[config.mk]
export PLATFORM = sky130hd
export DESIGN_NAME = router_top
export DESIGN_NICKNAME = d
export VERILOG_FILES = /design/src/logic/router_pkg.sv /design/src/logic/router_ingress.sv /design/src/logic/router_pkt_buffer.sv /design/src/logic/router_egress.sv /design/src/logic/router_top.sv
export SDC_FILE = /design/constraint.sdc
export NUM_CORES = 1
export LEC_CHECK = 0
export ABC_CLOCK_PERIOD_IN_PS = 8140
export BUFFER_PORTS_ARGS = -buffer_cell sky130_fd_sc_hd__buf_2
export CAP_MARGIN = 20
export CORE_MARGIN = 3
export CORE_UTILIZATION = 55
export DETAILED_ROUTE_END_ITERATION = 10
export PLACE_DENSITY = 0.83
export SYNTH_ARGS = -nofsm -noshare
export SYNTH_HDL_FRONTEND = slang
export SYNTH_SLANG_ARGS = --single-unit
[constraint.sdc]
create_clock -name core_clk -period 8.14 [get_ports core_clk]
set_input_delay 0.407 -clock core_clk [delete_from_list [all_inputs] [get_ports core_clk]]
set_output_delay 0.407 -clock core_clk [all_outputs]
set_load 0.02 [all_outputs]
[src/logic/router_pkg.sv]
/* Shared widths and the packet header layout. The header is the first word
   of every packet; port count is fixed at two. */

`default_nettype none

package router_pkg;

    ////////////////////
    // Stream and port sizing

    localparam int DATA_W    = 32;
    localparam int NUM_PORTS = 2;
    localparam int PORT_W    = 1;

    // Statistics counters
    localparam int CNT_W = 16;

    // Packet buffer, depth must equal 2**BUF_AW
    localparam int BUF_DEPTH = 16;
    localparam int BUF_AW    = 4;

    ////////////////////
    // Header word, MSB first

    typedef struct packed {
        logic [PORT_W-1:0] egr_port;
        logic [6:0]        ttl;
        logic [7:0]        len;
        logic [15:0]       flow_id;
    } pkt_hdr_t;

    // Header word or payload word, same bits
    typedef union packed {
        logic [DATA_W-1:0] raw;
        pkt_hdr_t          hdr;
    } pkt_word_u;

endpackage

`default_nettype wire

[src/logic/router_ingress.sv]
/* Two-port packet arbiter. Grants switch only between packets, with one idle
   cycle per grant; output is a single register stage. */

`timescale 1ns/1ps
`default_nettype none

module router_ingress (
    input  wire                                       core_clk,
    input  wire                                       rst,

    // Ingress streams
    input  wire  [router_pkg::NUM_PORTS-1:0]          ing_valid,
    input  wire  [router_pkg::NUM_PORTS-1:0]
                 [router_pkg::DATA_W-1:0]             ing_data,
    input  wire  [router_pkg::NUM_PORTS-1:0]          ing_last,
    output logic [router_pkg::NUM_PORTS-1:0]          ing_ready,

    // Merged stream towards the buffer
    output logic                                      in_valid,
    output logic [router_pkg::DATA_W-1:0]             in_data,
    output logic                                      in_last,
    output logic [router_pkg::PORT_W-1:0]             in_src,
    input  wire                                       in_ready,

    // Statistics
    input  wire                                       cnt_clear,
    output logic [router_pkg::NUM_PORTS-1:0]
                 [router_pkg::CNT_W-1:0]              ing_pkt_cnt
);

    logic                          busy;
    logic [router_pkg::PORT_W-1:0] grant;
    logic [router_pkg::PORT_W-1:0] prio;
    logic [router_pkg::PORT_W-1:0] pick;
    logic                          out_space;
    logic                          acc;

    // Output register can take a beat
    assign out_space = !in_valid || in_ready;

    // Only the granted port ever sees ready
    assign acc = |(ing_valid & ing_ready);

    ////////////////////
    // Arbitration

    // Priority port wins a tie, otherwise the other one
    always_comb begin
        if (ing_valid[prio]) begin
            pick = prio;
        end else begin
            pick = prio + 1'b1;
        end
    end

    always_ff @(posedge core_clk) begin
        if (rst) begin
            busy  <= 1'b0;
            grant <= '0;
            prio  <= '0;
        end else if (!busy) begin
            if (|ing_valid) begin
                busy  <= 1'b1;
                grant <= pick;
            end
        end else if (acc && ing_last[grant]) begin
            // Packet done, hand priority to the other port
            busy <= 1'b0;
            prio <= grant + 1'b1;
        end
    end

    always_comb begin
        ing_ready = '0;
        if (busy) begin
            ing_ready[grant] = out_space;
        end
    end

    ////////////////////
    // Output stage

    always_ff @(posedge core_clk) begin
        if (rst) begin
            in_valid <= 1'b0;
        end else if (out_space) begin
            in_valid <= acc;
        end
    end

    always_ff @(posedge core_clk) begin
        if (acc) begin
            in_data <= ing_data[grant];
            in_last <= ing_last[grant];
            in_src  <= grant;
        end
    end

    // Accepted packets per port
    always_ff @(posedge core_clk) begin
        if (rst || cnt_clear) begin
            ing_pkt_cnt <= '0;
        end else if (acc && ing_last[grant]) begin
            ing_pkt_cnt[grant] <= ing_pkt_cnt[grant] + 1'b1;
        end
    end

endmodule

`default_nettype wire

[src/logic/router_pkt_buffer.sv]
/* First-word-fall-through FIFO of data, last and source tag. A write while
   full is accepted only together with a read. */

`timescale 1ns/1ps
`default_nettype none

module router_pkt_buffer (
    input  wire                                 core_clk,
    input  wire                                 rst,

    // Write side
    input  wire                                 in_valid,
    input  wire  [router_pkg::DATA_W-1:0]       in_data,
    input  wire                                 in_last,
    input  wire  [router_pkg::PORT_W-1:0]       in_src,
    output logic                                in_ready,

    // Read side
    output logic                                out_valid,
    output logic [router_pkg::DATA_W-1:0]       out_data,
    output logic                                out_last,
    output logic [router_pkg::PORT_W-1:0]       out_src,
    input  wire                                 out_ready
);

    // Word layout is {src, last, data}
    logic [router_pkg::DATA_W+router_pkg::PORT_W:0] mem [router_pkg::BUF_DEPTH];

    logic [router_pkg::BUF_AW-1:0] wr_ptr;
    logic [router_pkg::BUF_AW-1:0] rd_ptr;
    logic [router_pkg::BUF_AW:0]   count;
    logic                          full;
    logic                          wr;
    logic                          rd;

    assign full      = (count == router_pkg::BUF_DEPTH);
    assign out_valid = (count != '0);
    assign in_ready  = !full || out_ready;

    assign wr = in_valid && in_ready;
    assign rd = out_valid && out_ready;

    ////////////////////
    // Storage

    always_ff @(posedge core_clk) begin
        if (wr) begin
            mem[wr_ptr] <= {in_src, in_last, in_data};
        end
    end

    // Head of queue is always on the outputs
    assign {out_src, out_last, out_data} = mem[rd_ptr];

    ////////////////////
    // Pointers and fill level

    always_ff @(posedge core_clk) begin
        if (rst) begin
            wr_ptr <= '0;
            rd_ptr <= '0;
            count  <= '0;
        end else begin
            if (wr) begin
                wr_ptr <= wr_ptr + 1'b1;
            end
            if (rd) begin
                rd_ptr <= rd_ptr + 1'b1;
            end
            case ({wr, rd})
                2'b10:   count <= count + 1'b1;
                2'b01:   count <= count - 1'b1;
                default: count <= count;
            endcase
        end
    end

endmodule

`default_nettype wire

[src/logic/router_egress.sv]
/* Header decode and steering. The first word of every packet must be a valid
   header; the drop or forward choice holds until its last beat. */

`timescale 1ns/1ps
`default_nettype none

module router_egress (
    input  wire                                       core_clk,
    input  wire                                       rst,

    // Stream from the buffer
    input  wire                                       out_valid,
    input  wire  [router_pkg::DATA_W-1:0]             out_data,
    input  wire                                       out_last,
    input  wire  [router_pkg::PORT_W-1:0]             out_src,
    output logic                                      out_ready,

    // Egress streams
    output logic [router_pkg::NUM_PORTS-1:0]          egr_valid,
    output logic [router_pkg::NUM_PORTS-1:0]
                 [router_pkg::DATA_W-1:0]             egr_data,
    output logic [router_pkg::NUM_PORTS-1:0]          egr_last,
    output logic [router_pkg::NUM_PORTS-1:0]
                 [router_pkg::PORT_W-1:0]             egr_src,
    input  wire  [router_pkg::NUM_PORTS-1:0]          egr_ready,

    // Control and statistics
    input  wire  [router_pkg::NUM_PORTS-1:0]          egr_port_enable,
    input  wire                                       cnt_clear,
    output logic [router_pkg::NUM_PORTS-1:0]
                 [router_pkg::CNT_W-1:0]              egr_pkt_cnt,
    output logic [router_pkg::NUM_PORTS-1:0]
                 [router_pkg::CNT_W-1:0]              egr_drop_cnt
);

    router_pkg::pkt_word_u         in_word;
    router_pkg::pkt_word_u         hdr_word;
    logic                          sop;
    logic [router_pkg::PORT_W-1:0] pkt_port;
    logic                          pkt_drop;
    logic [router_pkg::PORT_W-1:0] cur_port;
    logic                          cur_drop;
    logic                          hdr_drop;
    logic                          take;

    ////////////////////
    // Decode

    always_comb begin
        in_word.raw = out_data;

        // Outgoing header with one hop used up
        hdr_word         = in_word;
        hdr_word.hdr.ttl = in_word.hdr.ttl - 1'b1;

        hdr_drop = (in_word.hdr.ttl == '0) || !egr_port_enable[in_word.hdr.egr_port];

        // Header beat decides directly, later beats use the held choice
        cur_port = sop ? in_word.hdr.egr_port : pkt_port;
        cur_drop = sop ? hdr_drop : pkt_drop;

        // Drops drain freely, forwards wait for the target register
        out_ready = cur_drop || !egr_valid[cur_port] || egr_ready[cur_port];
    end

    assign take = out_valid && out_ready;

    // Packet position and held decision
    always_ff @(posedge core_clk) begin
        if (rst) begin
            sop      <= 1'b1;
            pkt_port <= '0;
            pkt_drop <= 1'b0;
        end else if (take) begin
            sop <= out_last;
            if (sop) begin
                pkt_port <= in_word.hdr.egr_port;
                pkt_drop <= hdr_drop;
            end
        end
    end

    ////////////////////
    // Egress registers

    always_ff @(posedge core_clk) begin
        if (rst) begin
            egr_valid <= '0;
        end else begin
            for (int j = 0; j < router_pkg::NUM_PORTS; j++) begin
                if (!egr_valid[j] || egr_ready[j]) begin
                    egr_valid[j] <= take && !cur_drop && (cur_port == j);
                end
            end
        end
    end

    always_ff @(posedge core_clk) begin
        for (int j = 0; j < router_pkg::NUM_PORTS; j++) begin
            if (take && !cur_drop && (cur_port == j)) begin
                egr_data[j] <= sop ? hdr_word.raw : in_word.raw;
                egr_last[j] <= out_last;
                egr_src[j]  <= out_src;
            end
        end
    end

    // Counted when the last beat leaves the buffer
    always_ff @(posedge core_clk) begin
        if (rst || cnt_clear) begin
            egr_pkt_cnt  <= '0;
            egr_drop_cnt <= '0;
        end else if (take && out_last) begin
            if (cur_drop) begin
                egr_drop_cnt[cur_port] <= egr_drop_cnt[cur_port] + 1'b1;
            end else begin
                egr_pkt_cnt[cur_port] <= egr_pkt_cnt[cur_port] + 1'b1;
            end
        end
    end

endmodule

`default_nettype wire

[src/logic/router_top.sv]
/* Router core on a single clock. Egress enables are static levels. */

`timescale 1ns/1ps
`default_nettype none

module router_top (
    input  wire                              core_clk,
    input  wire                              rst,

    input  wire  [router_pkg::NUM_PORTS-1:0] ing_valid,
    input  wire  [router_pkg::NUM_PORTS-1:0]
                 [router_pkg::DATA_W-1:0]    ing_data,
    input  wire  [router_pkg::NUM_PORTS-1:0] ing_last,
    output wire  [router_pkg::NUM_PORTS-1:0] ing_ready,

    output wire  [router_pkg::NUM_PORTS-1:0] egr_valid,
    output wire  [router_pkg::NUM_PORTS-1:0]
                 [router_pkg::DATA_W-1:0]    egr_data,
    output wire  [router_pkg::NUM_PORTS-1:0] egr_last,
    output wire  [router_pkg::NUM_PORTS-1:0]
                 [router_pkg::PORT_W-1:0]    egr_src,
    input  wire  [router_pkg::NUM_PORTS-1:0] egr_ready,

    input  wire  [router_pkg::NUM_PORTS-1:0] egr_port_enable,
    input  wire                              cnt_clear,
    output wire  [router_pkg::NUM_PORTS-1:0]
                 [router_pkg::CNT_W-1:0]     ing_pkt_cnt,
    output wire  [router_pkg::NUM_PORTS-1:0]
                 [router_pkg::CNT_W-1:0]     egr_pkt_cnt,
    output wire  [router_pkg::NUM_PORTS-1:0]
                 [router_pkg::CNT_W-1:0]     egr_drop_cnt
);

    // Ingress to buffer
    logic                          in_valid;
    logic [router_pkg::DATA_W-1:0] in_data;
    logic                          in_last;
    logic [router_pkg::PORT_W-1:0] in_src;
    logic                          in_ready;

    // Buffer to egress
    logic                          out_valid;
    logic [router_pkg::DATA_W-1:0] out_data;
    logic                          out_last;
    logic [router_pkg::PORT_W-1:0] out_src;
    logic                          out_ready;

    router_ingress ingress (
        .core_clk    ( core_clk    ),
        .rst         ( rst         ),
        .ing_valid   ( ing_valid   ),
        .ing_data    ( ing_data    ),
        .ing_last    ( ing_last    ),
        .ing_ready   ( ing_ready   ),
        .in_valid    ( in_valid    ),
        .in_data     ( in_data     ),
        .in_last     ( in_last     ),
        .in_src      ( in_src      ),
        .in_ready    ( in_ready    ),
        .cnt_clear   ( cnt_clear   ),
        .ing_pkt_cnt ( ing_pkt_cnt )
    );

    router_pkt_buffer pkt_buffer (
        .core_clk  ( core_clk  ),
        .rst       ( rst       ),
        .in_valid  ( in_valid  ),
        .in_data   ( in_data   ),
        .in_last   ( in_last   ),
        .in_src    ( in_src    ),
        .in_ready  ( in_ready  ),
        .out_valid ( out_valid ),
        .out_data  ( out_data  ),
        .out_last  ( out_last  ),
        .out_src   ( out_src   ),
        .out_ready ( out_ready )
    );

    router_egress egress (
        .core_clk        ( core_clk        ),
        .rst             ( rst             ),
        .out_valid       ( out_valid       ),
        .out_data        ( out_data        ),
        .out_last        ( out_last        ),
        .out_src         ( out_src         ),
        .out_ready       ( out_ready       ),
        .egr_valid       ( egr_valid       ),
        .egr_data        ( egr_data        ),
        .egr_last        ( egr_last        ),
        .egr_src         ( egr_src         ),
        .egr_ready       ( egr_ready       ),
        .egr_port_enable ( egr_port_enable ),
        .cnt_clear       ( cnt_clear       ),
        .egr_pkt_cnt     ( egr_pkt_cnt     ),
        .egr_drop_cnt    ( egr_drop_cnt    )
    );

endmodule

`default_nettype wire

==> results of run 1 <==
[stage by stage]
| step | std cells | hold WS (ns) | setup WS (ns) |
|---|---|---|---|
| global placement | 2722 | 0.450 | 2.52 |
| detailed placement | 2722 | 0.476 | 2.23 |
| floorplan | 1822 | 0.406 | 3.16 |
| global route | 2874 | 0.0486 | 1.57 |
| CTS | 2863 | 0.0322 | 2.13 |
| finish | 2875 | 0.0594 | 2.03 |
[registers in the layout, summed over array words and instances (netlist names), named ones only]
register / flops
egress.egr_last: 2
egress.egr_pkt_cnt: 32
ingress.ing_pkt_cnt: 32
ingress.busy: 1
pkt_buffer.mem: 544
ingress.in_data: 32
pkt_buffer.wr_ptr: 4
pkt_buffer.rd_ptr: 4
egress.egr_src: 2
egress.pkt_drop: 1
ingress.in_src: 1
egress.sop: 1
pkt_buffer.count: 5
ingress.in_last: 1
ingress.grant: 1
egress.egr_data: 64
ingress.in_valid: 1
egress.egr_drop_cnt: 32
egress.pkt_port: 1
egress.egr_valid: 2
ingress.prio: 1
[synthesized netlist by cell type, types with 18 or more instances]
| master | instances | area (um^2) |
|---|---|---|
| edfxtp_1 | 646 | 19400 |
| mux4_2 | 163 | 3670 |
| nand2_1 | 127 | 477 |
| dfxtp_1 | 122 | 2440 |
| a21oi_1 | 76 | 380 |
| clkbuf_1 | 74 | 278 |
| nor2_1 | 51 | 191 |
| mux2i_1 | 49 | 490 |
| nand3_1 | 47 | 235 |
| o21ai_0 | 47 | 235 |
| mux2_2 | 41 | 462 |
| and3_1 | 39 | 244 |
| inv_1 | 23 | 86.3 |
| o31ai_1 | 20 | 150 |
| nor3_1 | 19 | 95.1 |
| buf_1 | 18 | 67.6 |
| nand4_1 | 18 | 113 |
[area by class of cell]
cell class | instances | area, um^2 | area share, %
Sequential cell | 768 | 21900 | 61.4
Multi-Input combinational cell | 925 | 8680 | 24.4
Clock buffer | 99 | 2120 | 5.96
Timing Repair Buffer | 268 | 1550 | 4.35
Tap cell | 748 | 936 | 2.63
Clock inverter | 42 | 348 | 0.978
Inverter | 23 | 86.3 | 0.243
Antenna cell | 2 | 5.00 | 0.0141
[power by group]
group | switching (mW) | internal, mW | total [mW] | leakage (nW)
Combinational | 1.31 | 0.804 | 2.11 | 3.76
Sequential | 0.236 | 4.59 | 4.83 | 6.83
Clock | 1.53 | 1.96 | 3.49 | 1.22
Total | 3.08 | 7.35 | 10.4 | 11.8
[layer usage]
layer  part of all wire [%]  global-route usage [%]
met1                     37                    35.5
met2                     52                    45.4
met4                    2.4                    8.66
met5                      0                       0
met3                    9.2                    4.80
[cell families after synthesis]
family,Yosys count,share of synthesized area (%)
AO/OA/AOI/OAI,245,5.22
buffers and inverters,129,1.66
flip-flops,768,70.5
multiplexers,253,14.9
AND/OR/NAND/NOR,392,6.54
adder cells (fa/ha/maj),12,0.485
XOR/XNOR,23,0.650
[cell usage in the layout, fill, tap and decap left out, types with 9 or more instances in the layout]
cell type	netlist	routed
edfxtp_1	646	646
buf_2	12	242
mux4_2	163	163
nand2_1	127	127
dfxtp_1	122	117
clkbuf_16	0	79
a21oi_1	76	76
mux2i_1	49	49
o21ai_0	47	47
nand3_1	47	47
nor2_1	51	46
mux2_2	41	41
inv_1	23	23
and3_1	39	22
o31ai_1	20	20
nor3_1	19	19
nand4_1	18	18
and3_2	0	17
or3_1	17	17
xor2_1	16	16
or4_1	16	16
buf_4	0	16
clkinv_2	0	15
a2111o_1	14	14
clkinv_1	0	14
and2_1	13	13
a31oi_1	13	13
clkbuf_1	74	13
a211oi_1	12	12
ha_1	12	12
and4_1	11	11
a22oi_1	9	9
[worst min path at each step]
stage,endpoint
floorplan,ingress.in_src$_DFFE_PP_
global placement,ingress.prio$_SDFFE_PP0P_
detailed placement,egress.egr_drop_cnt[15]$_SDFFE_PP0P_
CTS,ingress.busy$_SDFF_PP0_
global route,ingress.busy$_SDFF_PP0_
finish,ingress.busy$_SDFF_PP0_
==> reports/results.tsv, run 1 <==
stage	metric	value	unit
global_route	grt_usage	26.8	%
worst_setup_path	slowest_delay	1.06	ns
die	start_util	55.9	%
route	post-route-drc-count	0	
sta	finalHoldViolCount	0	
placement	gp_congestion	0.874	
cells_and_area	post-route-util	64.2	%
pwr	power_leakage	11.8	nW
placement	port_buffers	242	
status	status	complete, no violations	
yosys	yosysWarningCount	0	
die	chipHeight	243	um
route	wl_per_cell	27.8	um
yosys	synthFlopType	edfxtp_1	
clock_tree	cts_resized	0	
sta	finalSetupViolCount	0	
global_route	grt_first_pass_wirelength	120000	um
worst_setup_path	path_delay_family	compound AO/OA/AOI/OAI gates	
sta	tightest_slew	1.13	ns
route	drt_iter0_drc	2363	
clock_tree	cts.htree.levels	3	
route	wirelength	80000	um
cells_and_area	drive_gt1_share	29.6	%
worst_setup_path	cp.depth	19	
clock_tree	tritoncts	built	
clock_tree	cts_max_path_buffers	3	
clock_tree	clk_latency	0.64	ns
clock_tree	postCtsHoldBufs	0	
route	vias	18900	
cells_and_area	finalNetCount	2150	
worst_setup_path	endpoint	pkt_buffer.count[4]$_SDFFE_PP0P_	
sta	finClkSkew	0.0475	ns
global_route	grt-ovfl-total	0	
clock_tree	root_buffer	clkbuf_16	
worst_hold_path	hold_depth	2	
sta	fin_crit_sh	75.0	%
yosys	synth_edf_count	646	
die	core	0.0554	mm^2
die	num_io_pins	243	
yosys	synth_cell_types	67	
worst_setup_path	crit_chain	mux4_2, mux4_2, inv_1, ha_1, o2111ai_1, nor4b_4, nor2_4, buf_4, a21oi_2, inv_1, ha_1, xor2_1, ha_1, a21oi_1, nor3b_1, o21ai_0, a21oi_1, xnor2_1, nor2_1	
worst_setup_path	start_kind	flip-flop	
cells_and_area	n_fill_cell	3610	
worst_hold_path	worstHoldPathType	in2reg	
clock_tree	postCtsSetupBuffers	0	
yosys	seq_area_frac_synth	70.5	%
worst_hold_path	worstHoldStart	ing_valid[0]	
yosys	synthCells	1822	
global_route	grt_max_degree	73	
pwr	ir_drop	217	uV
cells_and_area	stdcell_area	0.0356	mm^2
worst_setup_path	criticalPathCategory	reg2reg	
worst_setup_path	required	8.63	ns
yosys	synth_fp_nets	1909	
worst_setup_path	crit_path_end_kind	flip-flop	
sta	clock.fmax	0.164	GHz
clock_tree	cts_made_buffers	77	
die	die_area	0.0592	mm^2
cells_and_area	area_growth	14.9	%
route	ant_nets	0	
die	rows	86	
placement	post-dp-hpwl	42900	um
yosys	yosys_register_bits	768	
worst_setup_path	r2r-end	pkt_buffer.count[4]$_SDFFE_PP0P_	
worst_setup_path	crit_slowest_cell	dfxtp_4	
pwr	power.total	10.4	mW
clock_tree	clkTransAtPathRegs	0.07	ns
clock_tree	cts.sinks	768	
yosys	avgSynthCellArea	17.0	um^2
route	vias_per_cell	6.56	
worst_setup_path	crit_arrival	6.60	ns
worst_setup_path	r2r_slack	2.03	ns
sta	fin_crit	6.11	ns
die	die_w	243	um
yosys	ys_async_sr_fraction	0	%
pwr	power.density	293	mW/mm^2
worst_setup_path	critPathMostFrequentCell	ha_1	
run	drv_cap	0	
global_route	grt_antenna_before_repair	2	
sta	maxSlewViolCount	0	
yosys	syn_area	0.0310	mm^2
global_route	first_global_vias	18900	
sta	slew_headroom	24.7	%
worst_setup_path	r2r.worst_path.cells	19	
sta	setup_tns	0	ns
worst_setup_path	crit_path_max_fanout	67	
worst_setup_path	crit_buf_inv	3	
placement	dpl_cell_area	0.0329	mm^2
route	dr.pass1.iters	6	
sta	grt_setup_unrepaired	false	
(Power assumes the default switching activity.)
==> inputs of run 2 (changes only) <==
--- a/config.mk
+++ b/config.mk
@@ -5,7 +5,7 @@
 export SDC_FILE = /design/constraint.sdc
 export NUM_CORES = 1
 export LEC_CHECK = 0
-export ABC_CLOCK_PERIOD_IN_PS = 8140
+export ABC_CLOCK_PERIOD_IN_PS = 6100
 export BUFFER_PORTS_ARGS = -buffer_cell sky130_fd_sc_hd__buf_2
 export CAP_MARGIN = 20
 export CORE_MARGIN = 3
==> constraint.sdc (replaced) <==
create_clock -name core_clk -period 6.1 [get_ports core_clk]
set_input_delay 0.305 -clock core_clk [delete_from_list [all_inputs] [get_ports core_clk]]
set_output_delay 0.305 -clock core_clk [all_outputs]
set_load 0.02 [all_outputs]
==> run 2 against run 1 <==
  * Non-clock buffer count increased by 56
  * Total power increased by 33%
  * Clock power increased by 31%
  * Combinational power increased by 37%
  * Wire length increased by 1.1%
  * Core utilization increased by 0.63 points
  * Clock skew decreased by 0.014 ns
  * Flip-flop and latch count unchanged
  * Setup slack got worse by 1.5 ns
  * Via count increased by 1.2%
==> reports/results.tsv, run 2 (same netlist as run 1, synthesis figures left out) <==
stage	metric	value	unit
route	vias_per_cell	6.51	
sta	finalSetupViolCount	0	
worst_hold_path	worstHoldPathType	in2reg	
die	rows	86	
cells_and_area	largest_reg_flops	544	
cells_and_area	regMostFlops	pkt_buffer.mem	
placement	place_ws	0.738	ns
route	ant_nets	0	
cells_and_area	post-route-util	64.8	%
global_route	grt_antenna_before_repair	4	
die	die_w	243	um
status	status	complete, no violations	
worst_setup_path	path_delay_family	compound AO/OA/AOI/OAI gates	
clock_tree	cts.sinks	768	
cells_and_area	final_common_cell	edfxtp_1	
sta	grt_setup_unrepaired	false	
route	drt_iter0_drc	2138	
route	post-route-drc-count	0	
sta	clock.fmax	0.179	GHz
global_route	first_global_vias	19200	
die	core	0.0554	mm^2
sta	slew_headroom	28.1	%
die	num_io_pins	243	
placement	dpl_cell_area	0.0331	mm^2
sta	maxSlewViolCount	0	
worst_setup_path	criticalPathCategory	reg2reg	
placement	post-dp-hpwl	45400	um
sta	fin_crit	5.58	ns
sta	finalHoldViolCount	0	
cells_and_area	multi_input_area	0.00868	mm^2
global_route	grt-ovfl-total	0	
global_route	grt_first_pass_wirelength	121000	um
worst_setup_path	required	6.56	ns
clock_tree	clk_latency	0.63	ns
placement	gp_congestion	0.876	
cells_and_area	area_growth	16.0	%
route	vias	19100	
clock_tree	root_buffer	clkbuf_16	
die	chipHeight	243	um
worst_setup_path	start_kind	flip-flop	
worst_setup_path	crit_slowest_cell	dfxtp_4	
sta	finClkSkew	0.0337	ns
cells_and_area	stdcell_area	0.0359	mm^2
pwr	power_leakage	12.0	nW
sta	fin_crit_sh	91.5	%
worst_setup_path	crit_buf_inv	2	
route	wirelength	80900	um
pwr	power.density	386	mW/mm^2
run	drv_cap	0	
clock_tree	cts_made_buffers	76	
route	wl_per_cell	27.6	um
cells_and_area	regArea	0.0219	mm^2
worst_setup_path	crit_path_end_kind	flip-flop	
worst_setup_path	crit_path_max_fanout	34	
clock_tree	cts_max_path_buffers	3	
sta	setup_tns	0	ns
cells_and_area	top_regs	pkt_buffer.mem: 544 flops, egress.egr_data: 64 flops	
clock_tree	tritoncts	built	
cells_and_area	n_fill_cell	3641	
pwr	power.total	13.9	mW
worst_setup_path	r2r_slack	0.52	ns
cells_and_area	drive_gt1_share	29.3	%
die	start_util	55.9	%
global_route	grt_usage	27.4	%
clock_tree	postCtsSetupBuffers	0	
cells_and_area	finalNetCount	2205	
die	die_area	0.0592	mm^2
worst_setup_path	crit_chain	buf_4, mux4_2, a22oi_1, nand2_1, nor4b_4, nor2_4, a21oi_2, inv_1, ha_1, xor2_1, ha_1, a21oi_1, nor3b_1, o21ai_0, a21oi_1, xnor2_1, nor2_1	
placement	port_buffers	242	
sta	tightest_slew	1.08	ns
route	dr.pass1.iters	5	
sta	setup_slack	0.521	ns
worst_setup_path	slowest_delay	0.85	ns
worst_setup_path	crit_arrival	6.04	ns
clock_tree	cts.htree.levels	3	
global_route	grt_max_degree	73	
pwr	ir_drop	238	uV
cells_and_area	mostFrequentLayoutCells	646 x edfxtp_1, 242 x buf_2, 163 x mux4_2, 127 x nand2_1, 117 x dfxtp_1	
clock_tree	clkTransAtPathRegs	0.07	ns
[run 2: cell types whose count changed in the layout (fill, tap and decap cells not counted), moves of 2 or more]
cell and change:
buf_12 -5, bufinv_16 +2, buf_4 +24, dlygate4sd3_1 +39, clkbuf_8 -6, buf_16 -2, clkbuf_1 +6
[run 2: area by class of cell]
class	count	area share (%)
clock buffers	98	5.67
flip-flops and latches	768	60.8
inverters	23	0.240
clock inverters	42	1.01
well taps	748	2.60
multi-input cells	925	24.2
repair buffers	324	5.46
diodes	3	0.0209
[run 2: worst register-to-register path, cell delays in order, from the launching register on]
cell and delay (ns):
dfxtp_4 0.85, buf_4 0.54, mux4_2 0.43, a22oi_1 0.29, nand2_1 0.27, nor4b_4 0.62, nor2_4 0.11, a21oi_2 0.61
inv_1 0.16, ha_1 0.32, xor2_1 0.17, ha_1 0.20, a21oi_1 0.27, nor3b_1 0.09, o21ai_0 0.17, a21oi_1 0.11
xnor2_1 0.16, nor2_1 0.06
[run 2: timing repair]
action / CTS / global route
resized for setup: 0 / 0
setup endpoints to repair: 0 / 0
hold buffers: 39 / 0
hold endpoints to repair: 20 / 0
[run 2: path summary, 6_finish.rpt]
| check | startpoint | to | cells past startpoint |
|---|---|---|---|
| worst max-delay path | flip-flop | pkt_buffer.count[4]$_SDFFE_PP0P_ | 17 |
| worst min-delay path | ing_data[39] | ingress.in_data[7]$_DFFE_PP_ | 2 |
| worst max register to register | flip-flop | pkt_buffer.count[4]$_SDFFE_PP0P_ | 17 |
| worst min register to register | ingress.ing_pkt_cnt[17]$_SDFFE_PP0P_ | ingress.ing_pkt_cnt[17]$_SDFFE_PP0P_ | 2 |
[run 2: routing by layer]
layer / track usage, % / vias to the layer above / part of all wire [%]
met5: 0 / - / 0.016
met4: 10.1 / 2 / 3.4
met3: 5.61 / 199 / 9.4
met2: 45.7 / 1295 / 51
met1: 35.9 / 9655 / 36
li1: - / 7939 / -
[run 2: where the power goes]
part	switching [mW]	internal (mW)	total, mW	leakage, nW
clock	1.99	2.59	4.58	1.18
combinational	1.79	1.11	2.90	3.99
sequential	0.270	6.13	6.40	6.83
[run 2: per-stage QoR]
step	hold WS, ns	instances
2_1_floorplan	0.406	1822
3_3_place_gp	0.452	2747
3_5_place_dp	0.465	2747
4_1_cts	0.000985	2926
5_1_grt	0.00615	2929
6_report	0.0225	2931
==> inputs of run 3 (changes only) <==
--- a/config.mk
+++ b/config.mk
@@ -5,6 +5,7 @@
 export SDC_FILE = /design/constraint.sdc
 export NUM_CORES = 1
 export LEC_CHECK = 0
+export ABC_AREA = 1
 export ABC_CLOCK_PERIOD_IN_PS = 6100
 export BUFFER_PORTS_ARGS = -buffer_cell sky130_fd_sc_hd__buf_2
 export CAP_MARGIN = 20
==> run 3 against run 2 <==
  * First-iteration DRC count increased by 14%
  * Cell count up 30%
  * Setup slack better by 0.27 ns
  * Core utilization fell by 0.13 points
  * Clock skew shrank 0.010 ns
  * Flip-flop and latch count stayed put
  * Clock power up 3%
  * Hold slack better by 0.018 ns
  * Synthesized area increased by 2.3%
  * Critical path depth rose by 9
==> reports/results.tsv, run 3 <==
stage	metric	value	unit
sta	holdWs	0.0404	ns
pwr	power.density	434	mW/mm^2
run	drv_cap	0	
cells_and_area	top_regs	pkt_buffer.mem: 544 flops, egress.egr_data: 64 flops	
die	die_area	0.0605	mm^2
worst_setup_path	criticalPathCategory	reg2reg	
worst_setup_path	required	6.65	ns
clock_tree	cts.htree.levels	3	
pwr	power.total	15.9	mW
clock_tree	postCtsSetupBuffers	0	
worst_setup_path	critPathMostFrequentCell	o21ai_0	
yosys	netlist_top_cells_count	646 x edfxtp_1, 466 x nor2_1, 371 x nand2_1	
cells_and_area	multi_input_area	0.00860	mm^2
cells_and_area	mostFrequentLayoutCells	646 x edfxtp_1, 449 x nor2_1, 371 x nand2_1, 273 x o21ai_0, 242 x buf_2	
placement	gp_congestion	0.889	
cells_and_area	post-route-util	64.7	%
die	die_w	246	um
placement	dpl_cell_area	0.0335	mm^2
yosys	synthCells	2739	
sta	finalHoldViolCount	0	
worst_setup_path	crit_arrival	5.85	ns
route	wl_per_cell	21.2	um
placement	dp_cells	3615	
yosys	synth.top_cell.area_share	61.2	%
worst_setup_path	crit_slowest_cell	buf_4	
cells_and_area	area_growth	15.8	%
route	ant_nets	0	
placement	post-dp-hpwl	45300	um
yosys	yosysTopAreaCell	edfxtp_1	
worst_setup_path	slowest_delay	0.68	ns
route	vias	22800	
sta	finalSetupViolCount	0	
worst_setup_path	crit_path_max_fanout	67	
yosys	avgSynthCellArea	11.6	um^2
yosys	synth_fp_nets	2826	
sta	clock.fmax	0.188	GHz
global_route	grt_first_pass_wirelength	124000	um
clock_tree	tritoncts	built	
cells_and_area	final_common_cell	edfxtp_1	
yosys	synth_cell_types	48	
sta	setup_slack	0.791	ns
clock_tree	clk_latency	0.63	ns
yosys	seq_area_frac_synth	68.9	%
global_route	grt_antenna_before_repair	1	
cells_and_area	regArea	0.0219	mm^2
yosys	yosys-top-cells-area	edfxtp_1 61%, dfxtp_1 7.7%, nor2_1 5.5%	
worst_setup_path	start_kind	flip-flop	
global_route	grt_usage	26.3	%
route	vias_per_cell	5.99	
yosys	yosys_register_bits	768	
sta	slew_headroom	28.6	%
sta	maxSlewViolCount	0	
sta	setup_tns	0	ns
clock_tree	cts.sinks	768	
sta	finClkSkew	0.0235	ns
status	status	complete, no violations	
worst_setup_path	crit_path_end_kind	flip-flop	
yosys	syn_area	0.0317	mm^2
die	rows	87	
placement	port_buffers	242	
clock_tree	cts_max_path_buffers	3	
clock_tree	root_buffer	clkbuf_16	
pwr	ir_drop	320	uV
yosys	synthFlopType	edfxtp_1	
route	drt_iter0_drc	2437	
sta	fin_crit	5.31	ns
cells_and_area	final_cells	3814	
die	start_util	55.9	%
die	core	0.0567	mm^2
cells_and_area	finalNetCount	3085	
worst_hold_path	worstHoldPathType	in2reg	
sta	grt_setup_unrepaired	false	
route	wirelength	80900	um
yosys	yosysMostFrequentCell	edfxtp_1	
clock_tree	cts_made_buffers	79	
route	dr.pass1.iters	6	
global_route	first_global_vias	22600	
sta	tightest_slew	1.06	ns
cells_and_area	stdcell_area	0.0367	mm^2
yosys	yosysWarningCount	0	
yosys	ys_async_sr_fraction	0	%
pwr	power_leakage	13.4	nW
yosys	synth_edf_count	646	
sta	fin_crit_sh	87.0	%
cells_and_area	largest_reg_flops	544	
route	post-route-drc-count	0	
global_route	grt-ovfl-total	0	
cells_and_area	drive_gt1_share	17.1	%
die	chipHeight	246	um
placement	place_ws	1.01	ns
clock_tree	clkTransAtPathRegs	0.06	ns
cells_and_area	regMostFlops	pkt_buffer.mem	
global_route	grt_max_degree	123	
cells_and_area	n_fill_cell	3897	
die	num_io_pins	243	
==> run 3: area by class of cell <==
type	count	area share, %
Clock buffer	99	5.76
Multi-Input combinational cell	1655	23.4
Timing Repair Buffer	338	5.87
Clock inverter	41	1.16
Tap cell	756	2.58
Antenna cell	1	0.00682
Sequential cell	768	59.6
Inverter	156	1.61
==> run 3: worst max-delay path: cells and delay by family, from the launching register on <==
family | cells | cell delay (ns)
buffers and inverters | 5 | 1.43
adders and majority gates | 3 | 0.74
AOI/OAI and AO/OA | 9 | 1.53
DFF | 1 | 0.34
xor gates and xnor gates | 1 | 0.25
and+or+nand+nor | 8 | 0.93
==> run 3: report_power, final <==
part / internal (mW) / switching, mW
Combinational: 1.28 / 3.36
Sequential: 6.30 / 0.284
Clock: 2.73 / 1.98
==> run 3: kinds of logic after synthesis <==
logic type,after synthesis,share of synthesized area [%]
AO/OA/AOI/OAI,518,9.67
XOR/XNOR,40,1.11
adder cells (fa/ha/maj),12,0.474
buffers and inverters,316,4.37
flip-flops,768,68.9
multiplexers,36,1.26
AND/OR/NAND/NOR,1049,14.2
==> run 3: final timing paths <==
path | from | end | slack, ns | cells after the start
max | flip-flop | pkt_buffer.count[4]$_SDFFE_PP0P_ | 0.79 | 26
min | ing_data[59] | ingress.in_data[27]$_DFFE_PP_ | 0.04 | 2
max reg2reg | flip-flop | pkt_buffer.count[4]$_SDFFE_PP0P_ | 0.79 | 26
min reg2reg | pkt_buffer.count[4]$_SDFFE_PP0P_ | pkt_buffer.count[4]$_SDFFE_PP0P_ | 0.47 | 1
==> run 3: timing repair <==
item                                   CTS  global route
endpoints found under the hold margin   29             0
hold buffers                            56             0
gates resized for setup                  0             0
==> run 3: routing by layer <==
metal | vias to the layer above | track usage [%] | share of wire [%]
met5 | - | 0 | 0
met4 | 0 | 11.2 | 3.8
met3 | 242 | 5.89 | 10
met2 | 1439 | 43.6 | 49
met1 | 11000 | 33.6 | 37
li1 | 10200 | - | -
